--- config.mk ---
export PLATFORM = sky130hd
export DESIGN_NAME = midiFront
export DESIGN_NICKNAME = d
export VERILOG_FILES = /design/src/design/midiPkg.sv /design/src/design/noteEventIf.sv /design/src/design/noteStatusIf.sv /design/src/design/baudTimer.sv /design/src/design/midiUartRx.sv /design/src/design/midiDecoder.sv /design/src/design/noteTable.sv /design/src/design/midiApbRegs.sv /design/src/design/midiFront.sv
export SDC_FILE = /design/constraint.sdc
export NUM_CORES = 1
export LEC_CHECK = 0
export BUFFER_PORTS_ARGS = -buffer_cell sky130_fd_sc_hd__buf_2
export CELL_PAD_IN_SITES_DETAIL_PLACEMENT = 1
export CELL_PAD_IN_SITES_GLOBAL_PLACEMENT = 1
export CORE_UTILIZATION = 45
export DETAILED_ROUTE_END_ITERATION = 12
export PLACE_DENSITY = 0.85
export SLEW_MARGIN = 25
export SYNTH_ARGS = -nofsm -noshare
export SYNTH_HDL_FRONTEND = slang
export SYNTH_SLANG_ARGS = --single-unit
--- constraint.sdc ---
create_clock -name iCLK -period 6.8 [get_ports iCLK]
set_input_delay 0.34 -clock iCLK [delete_from_list [all_inputs] [get_ports iCLK]]
set_output_delay 0.34 -clock iCLK [all_outputs]
set_load 0.02 [all_outputs]
--- src/design/midiPkg.sv ---
//--------------------
// midi front end shared definitions
// byte and field types, channel message
// status nibbles and apb register map
//--------------------
package midiPkg;

	// raw byte and message fields
	typedef logic [7:0] midiByteT;
	typedef logic [6:0] noteNumT;
	typedef logic [6:0] velocityT;
	typedef logic [3:0] channelT;
	typedef logic [15:0] countT;

	// upper nibble of channel status bytes
	localparam logic [3:0] STATUS_NOTE_OFF      = 4'h8;
	localparam logic [3:0] STATUS_NOTE_ON       = 4'h9;
	localparam logic [3:0] STATUS_PROG_CHANGE   = 4'hC;
	localparam logic [3:0] STATUS_CHAN_PRESSURE = 4'hD;

	// apb byte offsets
	localparam logic [7:0] ADDR_CTRL  = 8'h00;
	localparam logic [7:0] ADDR_COUNT = 8'h04;
	localparam logic [7:0] ADDR_MAP0  = 8'h08;
	localparam logic [7:0] ADDR_MAP1  = 8'h0C;
	localparam logic [7:0] ADDR_MAP2  = 8'h10;
	localparam logic [7:0] ADDR_MAP3  = 8'h14;
	localparam logic [7:0] ADDR_LAST  = 8'h18;

endpackage

--- src/design/noteEventIf.sv ---
//--------------------
// note event link
// one decoded note on or off per strobe
//--------------------
`timescale 1ns/1ns

interface noteEventIf;

	// fields only meaningful while valid is high
	logic valid;
	logic isOn;
	midiPkg::channelT channel;
	midiPkg::noteNumT number;
	midiPkg::velocityT velocity;

	modport source (output valid, output isOn, output channel, output number, output velocity);
	modport sink (input valid, input isOn, input channel, input number, input velocity);

endinterface

--- src/design/noteStatusIf.sv ---
//--------------------
// note table status link
// table state out to the registers,
// count clear strobe coming back
//--------------------
`timescale 1ns/1ns

interface noteStatusIf;

	logic [127:0] activeMap;
	midiPkg::noteNumT lastNumber;
	midiPkg::velocityT lastVelocity;
	logic lastOn;
	midiPkg::countT eventCount;
	// one cycle strobe from the register side
	logic clearCount;

	modport provider (output activeMap, output lastNumber, output lastVelocity,
		output lastOn, output eventCount, input clearCount);
	modport reader (input activeMap, input lastNumber, input lastVelocity,
		input lastOn, input eventCount, output clearCount);

endinterface

--- src/design/baudTimer.sv ---
//--------------------
// baud timer
// bit centre sample ticks for the uart,
// half period after restart then full periods
//--------------------
`timescale 1ns/1ns

module baudTimer #(
	parameter int CLKS_PER_BIT = 1600
) (
	input  logic iCLK,
	input  logic iRST,
	input  logic restart,
	input  logic run,
	output logic tick
);

	localparam int CW = $clog2(CLKS_PER_BIT);
	// reload values, counter expires at zero
	localparam logic [CW-1:0] HALF_LOAD = CW'(CLKS_PER_BIT / 2 - 1);
	localparam logic [CW-1:0] FULL_LOAD = CW'(CLKS_PER_BIT - 1);

	logic [CW-1:0] rCount;

	// expiry only counts while the frame is running
	assign tick = run & (rCount == '0);

	always_ff @(posedge iCLK)
	begin
		if (iRST)
			rCount <= '0;
		else if (restart)
			// aim at the middle of the start bit
			rCount <= HALF_LOAD;
		else if (tick)
			rCount <= FULL_LOAD;
		else if (run)
			rCount <= rCount - 1'b1;
	end

endmodule

--- src/design/midiUartRx.sv ---
//--------------------
// midi serial receiver
// 8N1 frames, lsb first, one byte strobe
// per frame with a good stop bit
//--------------------
`timescale 1ns/1ns

module midiUartRx #(
	parameter int CLKS_PER_BIT = 1600
) (
	input  logic iCLK,
	input  logic iRST,
	input  logic rxd,
	output midiPkg::midiByteT rxByte,
	output logic byteValid
);

	typedef enum logic [1:0] {S_IDLE, S_START, S_DATA, S_STOP} stateT;

	stateT rState;
	logic [2:0] rSync;
	logic [2:0] rBitCnt;
	midiPkg::midiByteT rShift;
	logic qFall;
	logic qTick;
	logic qRxd;

	// two sync flops plus one for edge detect
	assign qRxd = rSync[1];
	assign qFall = (rState == S_IDLE) & rSync[2] & ~rSync[1];

	baudTimer #(
		.CLKS_PER_BIT(CLKS_PER_BIT)
	) u_baudTimer (
		.iCLK(iCLK),
		.iRST(iRST),
		.restart(qFall),
		.run(rState != S_IDLE),
		.tick(qTick)
	);

	// strobe right at the stop bit sample
	assign byteValid = (rState == S_STOP) & qTick & qRxd;
	assign rxByte = rShift;

	always_ff @(posedge iCLK)
	begin
		if (iRST)
		begin
			// line idles high
			rSync <= 3'b111;
			rState <= S_IDLE;
			rBitCnt <= 3'd0;
		end
		else
		begin
			rSync <= {rSync[1:0], rxd};
			case (rState)
				S_IDLE:
					if (qFall)
						rState <= S_START;
				S_START:
					// glitch guard, start bit must still be low
					if (qTick)
					begin
						rState <= qRxd ? S_IDLE : S_DATA;
						rBitCnt <= 3'd0;
					end
				S_DATA:
					if (qTick)
					begin
						rBitCnt <= rBitCnt + 1'b1;
						if (rBitCnt == 3'd7)
							rState <= S_STOP;
					end
				default:
					// bad stop bit just drops the frame
					if (qTick)
						rState <= S_IDLE;
			endcase
		end
	end

	// data shifts in from the top, lsb first on the wire
	always_ff @(posedge iCLK)
	begin
		if ((rState == S_DATA) && qTick)
			rShift <= {qRxd, rShift[7:1]};
	end

endmodule

--- src/design/midiDecoder.sv ---
//--------------------
// midi message decoder
// running status, channel filter,
// note on / note off event strobes
//--------------------
`timescale 1ns/1ns

module midiDecoder (
	input  logic iCLK,
	input  logic iRST,
	input  midiPkg::midiByteT rxByte,
	input  logic byteValid,
	input  logic enable,
	input  logic omni,
	input  midiPkg::channelT listenChannel,
	noteEventIf.source evt
);

	logic rHaveStatus;
	logic rSecond;
	logic [3:0] rStatus;
	midiPkg::channelT rChannel;
	midiPkg::noteNumT rNumber;
	logic qIsStatus, qIsCommon, qIsData;
	logic qOneByte, qIsNote, qChanOk, qFire;

	//--------------------
	// byte classes
	//--------------------
	// 0x80..0xEF channel status
	assign qIsStatus = byteValid & rxByte[7] & (rxByte[7:4] != 4'hF);
	// 0xF0..0xF7 system common, realtime falls through untouched
	assign qIsCommon = byteValid & (rxByte[7:3] == 5'b11110);
	assign qIsData = byteValid & ~rxByte[7] & rHaveStatus;

	// program change and channel pressure carry one data byte
	assign qOneByte = (rStatus == midiPkg::STATUS_PROG_CHANGE) |
		(rStatus == midiPkg::STATUS_CHAN_PRESSURE);
	assign qIsNote = (rStatus == midiPkg::STATUS_NOTE_ON) |
		(rStatus == midiPkg::STATUS_NOTE_OFF);
	assign qChanOk = omni | (rChannel == listenChannel);
	// last data byte of a note message that passes the filter
	assign qFire = qIsData & (qOneByte | rSecond) & qIsNote & enable & qChanOk;

	always_ff @(posedge iCLK)
	begin
		if (iRST)
		begin
			rHaveStatus <= 1'b0;
			rSecond <= 1'b0;
			evt.valid <= 1'b0;
		end
		else
		begin
			evt.valid <= qFire;
			if (qIsStatus)
			begin
				rHaveStatus <= 1'b1;
				rSecond <= 1'b0;
			end
			else if (qIsCommon)
			begin
				rHaveStatus <= 1'b0;
				rSecond <= 1'b0;
			end
			else if (qIsData)
				// back to first data byte after each message
				rSecond <= qOneByte ? 1'b0 : ~rSecond;
		end
	end

	// message fields
	always_ff @(posedge iCLK)
	begin
		if (qIsStatus)
		begin
			rStatus <= rxByte[7:4];
			rChannel <= rxByte[3:0];
		end
		if (qIsData & ~rSecond)
			rNumber <= rxByte[6:0];
		if (qFire)
		begin
			// velocity 0 note on counts as note off
			evt.isOn <= (rStatus == midiPkg::STATUS_NOTE_ON) & (rxByte[6:0] != 7'd0);
			evt.channel <= rChannel;
			evt.number <= rNumber;
			evt.velocity <= rxByte[6:0];
		end
	end

endmodule

--- src/design/noteTable.sv ---
//--------------------
// active note table
// 128 bit note map, last event record
// and a wrapping event counter
//--------------------
`timescale 1ns/1ns

module noteTable (
	input  logic iCLK,
	input  logic iRST,
	noteEventIf.sink evt,
	noteStatusIf.provider status
);

	logic [127:0] rMap;
	midiPkg::noteNumT rLastNumber;
	midiPkg::velocityT rLastVelocity;
	logic rLastOn;
	midiPkg::countT rCount;

	assign status.activeMap = rMap;
	assign status.lastNumber = rLastNumber;
	assign status.lastVelocity = rLastVelocity;
	assign status.lastOn = rLastOn;
	assign status.eventCount = rCount;

	//--------------------
	// note map and last event
	//--------------------
	always_ff @(posedge iCLK)
	begin
		if (iRST)
		begin
			rMap <= '0;
			rLastNumber <= '0;
			rLastVelocity <= '0;
			rLastOn <= 1'b0;
		end
		else if (evt.valid)
		begin
			// map ignores channel, one bit per note number
			rMap[evt.number] <= evt.isOn;
			rLastNumber <= evt.number;
			rLastVelocity <= evt.velocity;
			rLastOn <= evt.isOn;
		end
	end

	// event counter, clear wins over a same cycle event
	always_ff @(posedge iCLK)
	begin
		if (iRST)
			rCount <= '0;
		else if (status.clearCount)
			rCount <= '0;
		else if (evt.valid)
			rCount <= rCount + 1'b1;
	end

endmodule

--- src/design/midiApbRegs.sv ---
//--------------------
// apb register block
// control register, event count and
// read only note map / last event
//--------------------
`timescale 1ns/1ns

module midiApbRegs (
	input  logic iCLK,
	input  logic iRST,
	input  logic psel,
	input  logic penable,
	input  logic pwrite,
	input  logic [7:0] paddr,
	input  logic [31:0] pwdata,
	output logic [31:0] prdata,
	output logic enable,
	output logic omni,
	output midiPkg::channelT listenChannel,
	noteStatusIf.reader status
);

	logic qWrite;
	logic rClear;

	// access phase, no wait states
	assign qWrite = psel & penable & pwrite;
	assign status.clearCount = rClear;

	//--------------------
	// writes
	//--------------------
	always_ff @(posedge iCLK)
	begin
		if (iRST)
		begin
			// decoder on, all channels
			enable <= 1'b1;
			omni <= 1'b1;
			listenChannel <= '0;
			rClear <= 1'b0;
		end
		else
		begin
			// any value written to count clears it
			rClear <= qWrite & (paddr == midiPkg::ADDR_COUNT);
			if (qWrite && (paddr == midiPkg::ADDR_CTRL))
			begin
				enable <= pwdata[0];
				omni <= pwdata[1];
				listenChannel <= pwdata[7:4];
			end
		end
	end

	// read mux, zero when not selected
	always_comb
	begin
		prdata = '0;
		if (psel)
		begin
			case (paddr)
				midiPkg::ADDR_CTRL:  prdata = {24'd0, listenChannel, 2'b00, omni, enable};
				midiPkg::ADDR_COUNT: prdata = {16'd0, status.eventCount};
				midiPkg::ADDR_MAP0:  prdata = status.activeMap[31:0];
				midiPkg::ADDR_MAP1:  prdata = status.activeMap[63:32];
				midiPkg::ADDR_MAP2:  prdata = status.activeMap[95:64];
				midiPkg::ADDR_MAP3:  prdata = status.activeMap[127:96];
				// number 6:0, velocity 14:8, on flag 16
				midiPkg::ADDR_LAST:  prdata = {15'd0, status.lastOn, 1'b0,
					status.lastVelocity, 1'b0, status.lastNumber};
				default:             prdata = '0;
			endcase
		end
	end

endmodule

--- src/design/midiFront.sv ---
//--------------------
// midi receive front end
// uart, decoder, note table and apb regs
//--------------------
`timescale 1ns/1ns

module midiFront #(
	// 31250 baud from 50 MHz
	parameter int CLKS_PER_BIT = 1600
) (
	input  logic iCLK,
	input  logic iRST,
	input  logic rxd,
	input  logic psel,
	input  logic penable,
	input  logic pwrite,
	input  logic [7:0] paddr,
	input  logic [31:0] pwdata,
	output logic [31:0] prdata
);

	midiPkg::midiByteT rxByte;
	logic byteValid;
	logic enable;
	logic omni;
	midiPkg::channelT listenChannel;

	noteEventIf evtLink ();
	noteStatusIf statusLink ();

	midiUartRx #(
		.CLKS_PER_BIT(CLKS_PER_BIT)
	) u_midiUartRx (
		.iCLK(iCLK), .iRST(iRST), .rxd(rxd), .rxByte(rxByte), .byteValid(byteValid)
	);

	midiDecoder u_midiDecoder (
		.iCLK(iCLK), .iRST(iRST), .rxByte(rxByte), .byteValid(byteValid),
		.enable(enable), .omni(omni), .listenChannel(listenChannel), .evt(evtLink.source)
	);

	noteTable u_noteTable (
		.iCLK(iCLK), .iRST(iRST), .evt(evtLink.sink), .status(statusLink.provider)
	);

	midiApbRegs u_midiApbRegs (
		.iCLK(iCLK), .iRST(iRST), .psel(psel), .penable(penable), .pwrite(pwrite),
		.paddr(paddr), .pwdata(pwdata), .prdata(prdata), .enable(enable), .omni(omni),
		.listenChannel(listenChannel), .status(statusLink.reader)
	);

endmodule

==> results of run 1 <==
worst paths after layout:
| kind | slack, ps | end | cells after the start | from |
|---|---|---|---|---|
| max | 3220 | prdata[4] | 6 | paddr[5] |
| min | 30 | u_midiApbRegs.omni | 3 | pwdata[1] |
| max reg2reg | 3650 | u_midiDecoder.evt.velocity[6] | 6 | u_midiUartRx.rState[1] |
| min reg2reg | 420 | u_midiUartRx.rSync[1] | 1 | u_midiUartRx.rSync[0] |
metal layers:
metal / vias to the layer above / global-route usage / routed length, um
li1: 4481 / - / -
met1: 5082 / 0.3924 / 15410
met2: 531 / 0.5191 / 18430
met3: 135 / 0.04444 / 2862
met4: 0 / 0.1503 / 1637
met5: - / 0 / 0
placed cells by master, fill, tap and decap left out, types with 6 or more instances in the layout:
cell type,Yosys,routed
o21ai_0,135,135
nor4_1,7,6
ha_1,9,9
a32oi_1,6,6
nand4_1,16,16
mux2_2,13,13
a31oi_1,9,8
a22oi_1,21,21
mux2i_1,46,46
and3_1,17,17
nor2b_1,12,12
nor2_1,79,78
nand2_1,43,43
edfxtp_1,38,38
nand2b_1,13,13
a2111oi_2,6,6
nor3b_1,12,12
nand3_1,151,150
xnor2_1,14,14
inv_1,13,13
clkbuf_16,0,27
dfxtp_1,188,188
a21oi_1,152,152
buf_4,2,17
a22oi_2,6,6
xor2_1,6,6
nor3_2,4,9
nor3_1,19,12
buf_2,14,50
a211oi_1,8,8
state kept, by name, indices dropped and copies added (netlist names), 4 cells and up:
register                         flops
u_midiDecoder.rNumber                7
u_noteTable.status.activeMap       128
u_midiDecoder.evt.number             7
u_midiUartRx.u_baudTimer.rCount     11
u_midiApbRegs.listenChannel          4
u_noteTable.status.lastNumber        7
u_midiDecoder.evt.velocity           7
u_midiUartRx.rxByte                  8
u_noteTable.status.lastVelocity      7
u_midiDecoder.rStatus                4
u_noteTable.status.eventCount       16
u_midiDecoder.rChannel               4
report_power, final:
group	switching, uW	total, uW	internal (uW)
Sequential	11.3	1380	1360
Combinational	84.4	121	36.5
Clock	593	1530	934
Total	689	3020	2330
metrics by stage:
stage	cells	setup slack, ps	utilization	power [uW]	hold WS [ps]
after CTS	1544	3328	0.5249	3025	25.59
final	1544	3223	0.5260	3023	30.71
after floorplan	1205	3841	-	1486	389.5
after global placement	1495	2954	0.4823	1518	396.1
after global routing	1544	3204	0.5260	3090	61.43
after detailed placement	1495	3355	0.4835	1522	401.8
repair_timing:
action	4_1_cts	5_1_grt
hold buffers	1	0
hold endpoints to repair	1	0
setup endpoints to repair	0	0
logic make-up after synthesis:
family,count (synthesis),share of synthesized area
adder cells (fa/ha/maj),9,0.01059
AO/OA/AOI/OAI,380,0.2114
multiplexers,60,0.05921
flip-flops,226,0.4614
AND/OR/NAND/NOR,407,0.2014
buffers and inverters,103,0.03943
XOR/XNOR,20,0.01648
critical path: cells and delay by family:
family | cells | cell delay [ps]
AO/OA/AOI/OAI | 1 | 510
buffers and inverters | 2 | 340
AND/OR/NAND/NOR | 3 | 2030
cell type report:
type	instances	area, um^2	area share
timing repair buffer	68	387.9	0.03218
inverter	13	48.80	0.004049
clock inverter	13	182.7	0.01516
multi-input combinational	876	5381	0.4465
sequential	226	4905	0.4069
tap	313	391.6	0.03249
clock buffer	35	755.7	0.06270
==> impl_metrics.env, run 1 <==
export IMPL_status="finished, final reports clean"
export IMPL_via_count=10230
export IMPL_required_ps=6460
export IMPL_worstPathCellList="buf_2 -> or3_1 -> nor2_2 -> nand3_2 -> a21oi_1 -> buf_2"
export IMPL_first_iter_violations=954
export IMPL_wirelength_um=38340
export IMPL_hpwl_um=23460
export IMPL_io_pins=78
export IMPL_globalplace_congestion=0.8640
export IMPL_max_stage_delay_ps=770
export IMPL_antenna_found_initial=0
export IMPL_synth_top_area_frac=0.3541
export IMPL_synth_main_ff_cell="dfxtp_1"
export IMPL_grt_pass1_wl_um=58600
export IMPL_relSlewSlack=0.3024
export IMPL_path_clk_slew_ps=60
export IMPL_cp_data_arrival_time_ps=3240
export IMPL_final_antenna_net_count=0
export IMPL_n_fill_cell=2628
export IMPL_final_nets=1266
export IMPL_die_x_um=155.7
export IMPL_clock_fmax_mhz=279.6
export IMPL_finalHoldViolCount=0
export IMPL_port_buffers=51
export IMPL_final_setup_tns_ps=0
export IMPL_synth_area_leaders="dfxtp_1 35%, edfxtp_1 11%, a21oi_1 7.2%"
export IMPL_wl_per_cell_um=24.83
export IMPL_avgViaCountPerCell=6.625
export IMPL_syn_inst=1205
export IMPL_seq_area_frac_synth=0.4614
export IMPL_crit_path_max_fanout=23
export IMPL_critPathLaunchType="primary input"
export IMPL_cts_root_buf="clkbuf_16"
export IMPL_hold_class="in -> reg"
export IMPL_antenna_cells=0
export IMPL_peakVddDrop_mv=0.1614
export IMPL_drv_slew=0
export IMPL_drv_cap=0
export IMPL_dr_pass1_iters=5
export IMPL_design_area_um2=12050
export IMPL_rsz0062_at_grt="false"
export IMPL_cts_tree="built"
export IMPL_grt_overflow=0
export IMPL_critPathMostFrequentCell="buf_2"
export IMPL_ctsLongestPathBuffers=3
export IMPL_powerDensity_nw_per_um2=250.8
export IMPL_post_dp_cell_area_um2=11080
export IMPL_finClkSkew_ps=16.17
export IMPL_grt_max_degree=95
export IMPL_clock_sinks=226
export IMPL_cts_max_level=1
export IMPL_die_area_um2=24240
export IMPL_cts_buffers=26
export IMPL_track_usage=0.3100
export IMPL_post_cts_buffers=0
export IMPL_fin_crit_ps=3577
export IMPL_synthArstFlopShare=0
export IMPL_area_growth_syn_to_layout_pct=13.40
export IMPL_grt_pass1_vias=10280
export IMPL_core_area_um2=22920
export IMPL_synth_cell_type_count=63
export IMPL_synthTopCellsByCount="188 x dfxtp_1, 152 x a21oi_1, 151 x nand3_1"
export IMPL_p_leak_uw=0.003908
export IMPL_drive_gt1_frac=0.1308
export IMPL_finalSetupViolations=0
export IMPL_cp_slowest_cell="or3_1"
export IMPL_fp_row_count=55
export IMPL_start_util=0.4638
export IMPL_synth_top_cell_by_area="dfxtp_1"
export IMPL_clk_insertion_delay_late_ps=540
export IMPL_synthesis_nets=1260
export IMPL_synth_area_um2=10630
export IMPL_period_share=0.5260
export IMPL_avgSynthCellArea_um2=8.821
export IMPL_synth_edf_count=38
export IMPL_crit_path_end_kind="output pin"
export IMPL_ctsResizeCount=0
export IMPL_ys_seq_elements=226
export IMPL_worst_setup_path_type="in -> out"
export IMPL_yosysMostFrequentCell="dfxtp_1"
export IMPL_ys_warn_count=0
export IMPL_die_h_um=155.7
export IMPL_tightest_slew_ps=1046
export IMPL_drc_errors=0
Note: power is estimated with default switching activity, not from simulation.
==> run 2: changes to the inputs <==
==> constraint.sdc (replaced) <==
create_clock -name iCLK -period 3.6 [get_ports iCLK]
set_input_delay 0.18 -clock iCLK [delete_from_list [all_inputs] [get_ports iCLK]]
set_output_delay 0.18 -clock iCLK [all_outputs]
set_load 0.02 [all_outputs]
==> run 2 against run 1 <==
Cell count up 1.1%. Total power up 79%. Worst hold slack better by 29 ps. Sequential cell count did not move. First-iteration DRC count up 15%. Clock power is 67% higher. Clock-buffer cell count unchanged. Non-clock buffer count is 22 higher. Routed wire length is 1.4% higher. Combinational power increased by 100%. Setup slack worse by 2300 ps. Via count up 0.76%. Critical path type unchanged. Largest cell class unchanged. Largest power group is now registers. Highest routed layer unchanged.
==> impl_metrics.env, run 2 (synthesis gave the netlist of run 1 again) <==
export IMPL_period_share=0.7373
export IMPL_met3_usage=0.05806
export IMPL_finalHoldViolCount=0
export IMPL_avgViaCountPerCell=6.603
export IMPL_p_leak_uw=0.003948
export IMPL_start_util=0.4638
export IMPL_post_cts_buffers=0
export IMPL_worst_setup_path_type="in -> out"
export IMPL_dr_pass1_iters=5
export IMPL_wirelength_um=38860
export IMPL_worstHoldStart="pwrite"
export IMPL_cts_buffers=25
export IMPL_ctsResizeCount=0
export IMPL_hold_class="in -> reg"
export IMPL_drc_errors=0
export IMPL_grt_pass1_vias=10450
export IMPL_utilization=0.5266
export IMPL_cts_tree="built"
export IMPL_cp_data_arrival_time_ps=2470
export IMPL_clock_fmax_mhz=376.7
export IMPL_antenna_cells=0
export IMPL_track_usage=0.3187
export IMPL_path_clk_slew_ps=70
export IMPL_crit_path_max_fanout=22
export IMPL_ff2ff_setup_slack_ps=1110
export IMPL_required_ps=3420
export IMPL_use_met1=0.3990
export IMPL_clk_insertion_delay_late_ps=540
export IMPL_crit_buf_inv=3
export IMPL_final_antenna_net_count=0
export IMPL_grt_use_met2=0.5375
export IMPL_critPathMostFrequentCell="buf_2"
export IMPL_hold_end="u_midiApbRegs.status.clearCount"
export IMPL_crit_path_end_kind="output pin"
export IMPL_die_h_um=155.7
export IMPL_globalplace_congestion=0.8858
export IMPL_grt_max_degree=142
export IMPL_critPathLaunchType="primary input"
export IMPL_powerDensity_nw_per_um2=447.8
export IMPL_fin_crit_ps=2654
export IMPL_relSlewSlack=0.3066
export IMPL_cts_root_buf="clkbuf_16"
export IMPL_final_nets=1287
export IMPL_layout_cells_most_common="dfxtp_1"
export IMPL_wl_per_cell_um=24.89
export IMPL_grt_overflow=0
export IMPL_max_stage_delay_ps=560
export IMPL_design_area_um2=12070
export IMPL_ctsLongestPathBuffers=3
export IMPL_reg2reg_from="u_midiUartRx.rState[0]"
export IMPL_drv_slew=0
export IMPL_cts_max_level=1
export IMPL_cp_slowest_cell="or4b_1"
export IMPL_rsz0062_at_grt="false"
export IMPL_finClkSkew_ps=21.28
export IMPL_die_area_um2=24240
export IMPL_reg2reg_to="u_midiDecoder.rNumber[6]"
export IMPL_tightest_slew_ps=1032
export IMPL_finalSetupViolations=0
export IMPL_post_dp_cell_area_um2=11180
export IMPL_n_fill_cell=2682
export IMPL_status="finished, final reports clean"
export IMPL_antenna_found_initial=1
export IMPL_whs_path_depth=3
export IMPL_critPathTopFamily="buffers and inverters"
export IMPL_final_setup_tns_ps=0
export IMPL_die_x_um=155.7
export IMPL_core_area_um2=22920
export IMPL_first_iter_violations=1100
export IMPL_grt_busiest_layer="met2"
export IMPL_io_pins=78
export IMPL_layout_common_cells="188 x dfxtp_1, 152 x a21oi_1, 151 x nand3_1, 135 x o21ai_0, 79 x nor2_1"
export IMPL_port_buffers=51
export IMPL_fin_hold_ws_ps=59.91
export IMPL_area_growth_syn_to_layout_pct=13.53
export IMPL_drive_gt1_frac=0.1322
export IMPL_largest_reg_flops=128
export IMPL_grt_pass1_wl_um=59730
export IMPL_power_total_uw=5404
export IMPL_hpwl_um=23950
export IMPL_clock_sinks=226
export IMPL_drv_cap=0
export IMPL_reg2reg_depth=6
export IMPL_fp_row_count=55
export IMPL_via_count=10310
export IMPL_peakVddDrop_mv=0.3397
export IMPL_worstPathCellList="buf_2 -> buf_4 -> or4b_1 -> o22ai_1 -> a22oi_1 -> a21oi_1 -> buf_2"
[run 2: cell types whose count changed in the layout (fill, tap and decap cells not counted), moves of 2 or more]
cell,before,now
buf_4,17,32
dlygate4sd3_1,1,7
nor3_2,9,7
nor3_1,12,15
bufinv_16,4,1
[run 2: cell type report]
cell class | count | area, um^2 | share of cell area
timing repair buffer | 90 | 580.6 | 0.04811
multi-input combinational | 876 | 5338 | 0.4423
tap | 313 | 391.6 | 0.03246
sequential | 226 | 4905 | 0.4065
clock buffer | 35 | 734.5 | 0.06087
clock inverter | 8 | 68.82 | 0.005703
inverter | 13 | 48.80 | 0.004044
[run 2: routing by layer]
metal	routed length (um)	vias to the layer above
met2	18800	501
met4	1551	0
li1	-	4516
met3	3145	124
met1	15360	5166
met5	0	-
[run 2: power breakdown]
part           total [uW]  switching [uW]  internal [uW]
Clock                2560            1080           1490
Sequential           2600            21.9           2580
Combinational         243             164           78.8
[run 2: what timing repair did]
item,CTS,global route
hold endpoints to repair,7,0
hold buffers,7,0
setup endpoints to repair,0,0
[run 2: worst min-delay path: cells and delay by family]
| family | cells | cell delay (ps) |
|---|---|---|
| buffers and inverters | 1 | 100 |
| and+or+nand+nor | 2 | 270 |
[run 2: worst max path at each step]
stage / start / end / slack (ps) / cells past startpoint
after global routing: u_midiUartRx.rState[1] / u_midiUartRx.rState[1] / 900 / 6
after global placement: paddr[2] / prdata[10] / 1050 / 7
after detailed placement: u_midiUartRx.rState[0] / u_midiDecoder.rChannel[2] / 920 / 5
final: paddr[2] / prdata[10] / 950 / 7
after floorplan: u_midiUartRx.rState[0] / u_midiDecoder.evt.isOn / 640 / 7
after CTS: u_midiUartRx.rState[0] / u_midiDecoder.rStatus[0] / 900 / 5
[run 2: per-stage QoR]
| stage | setup WS (ps) | instances |
|---|---|---|
| 6_report | 945.6 | 1561 |
| 5_1_grt | 902.5 | 1561 |
| 4_1_cts | 896.3 | 1561 |
| 3_5_place_dp | 915.4 | 1511 |
| 3_3_place_gp | 1045 | 1511 |
| 2_1_floorplan | 641.4 | 1205 |
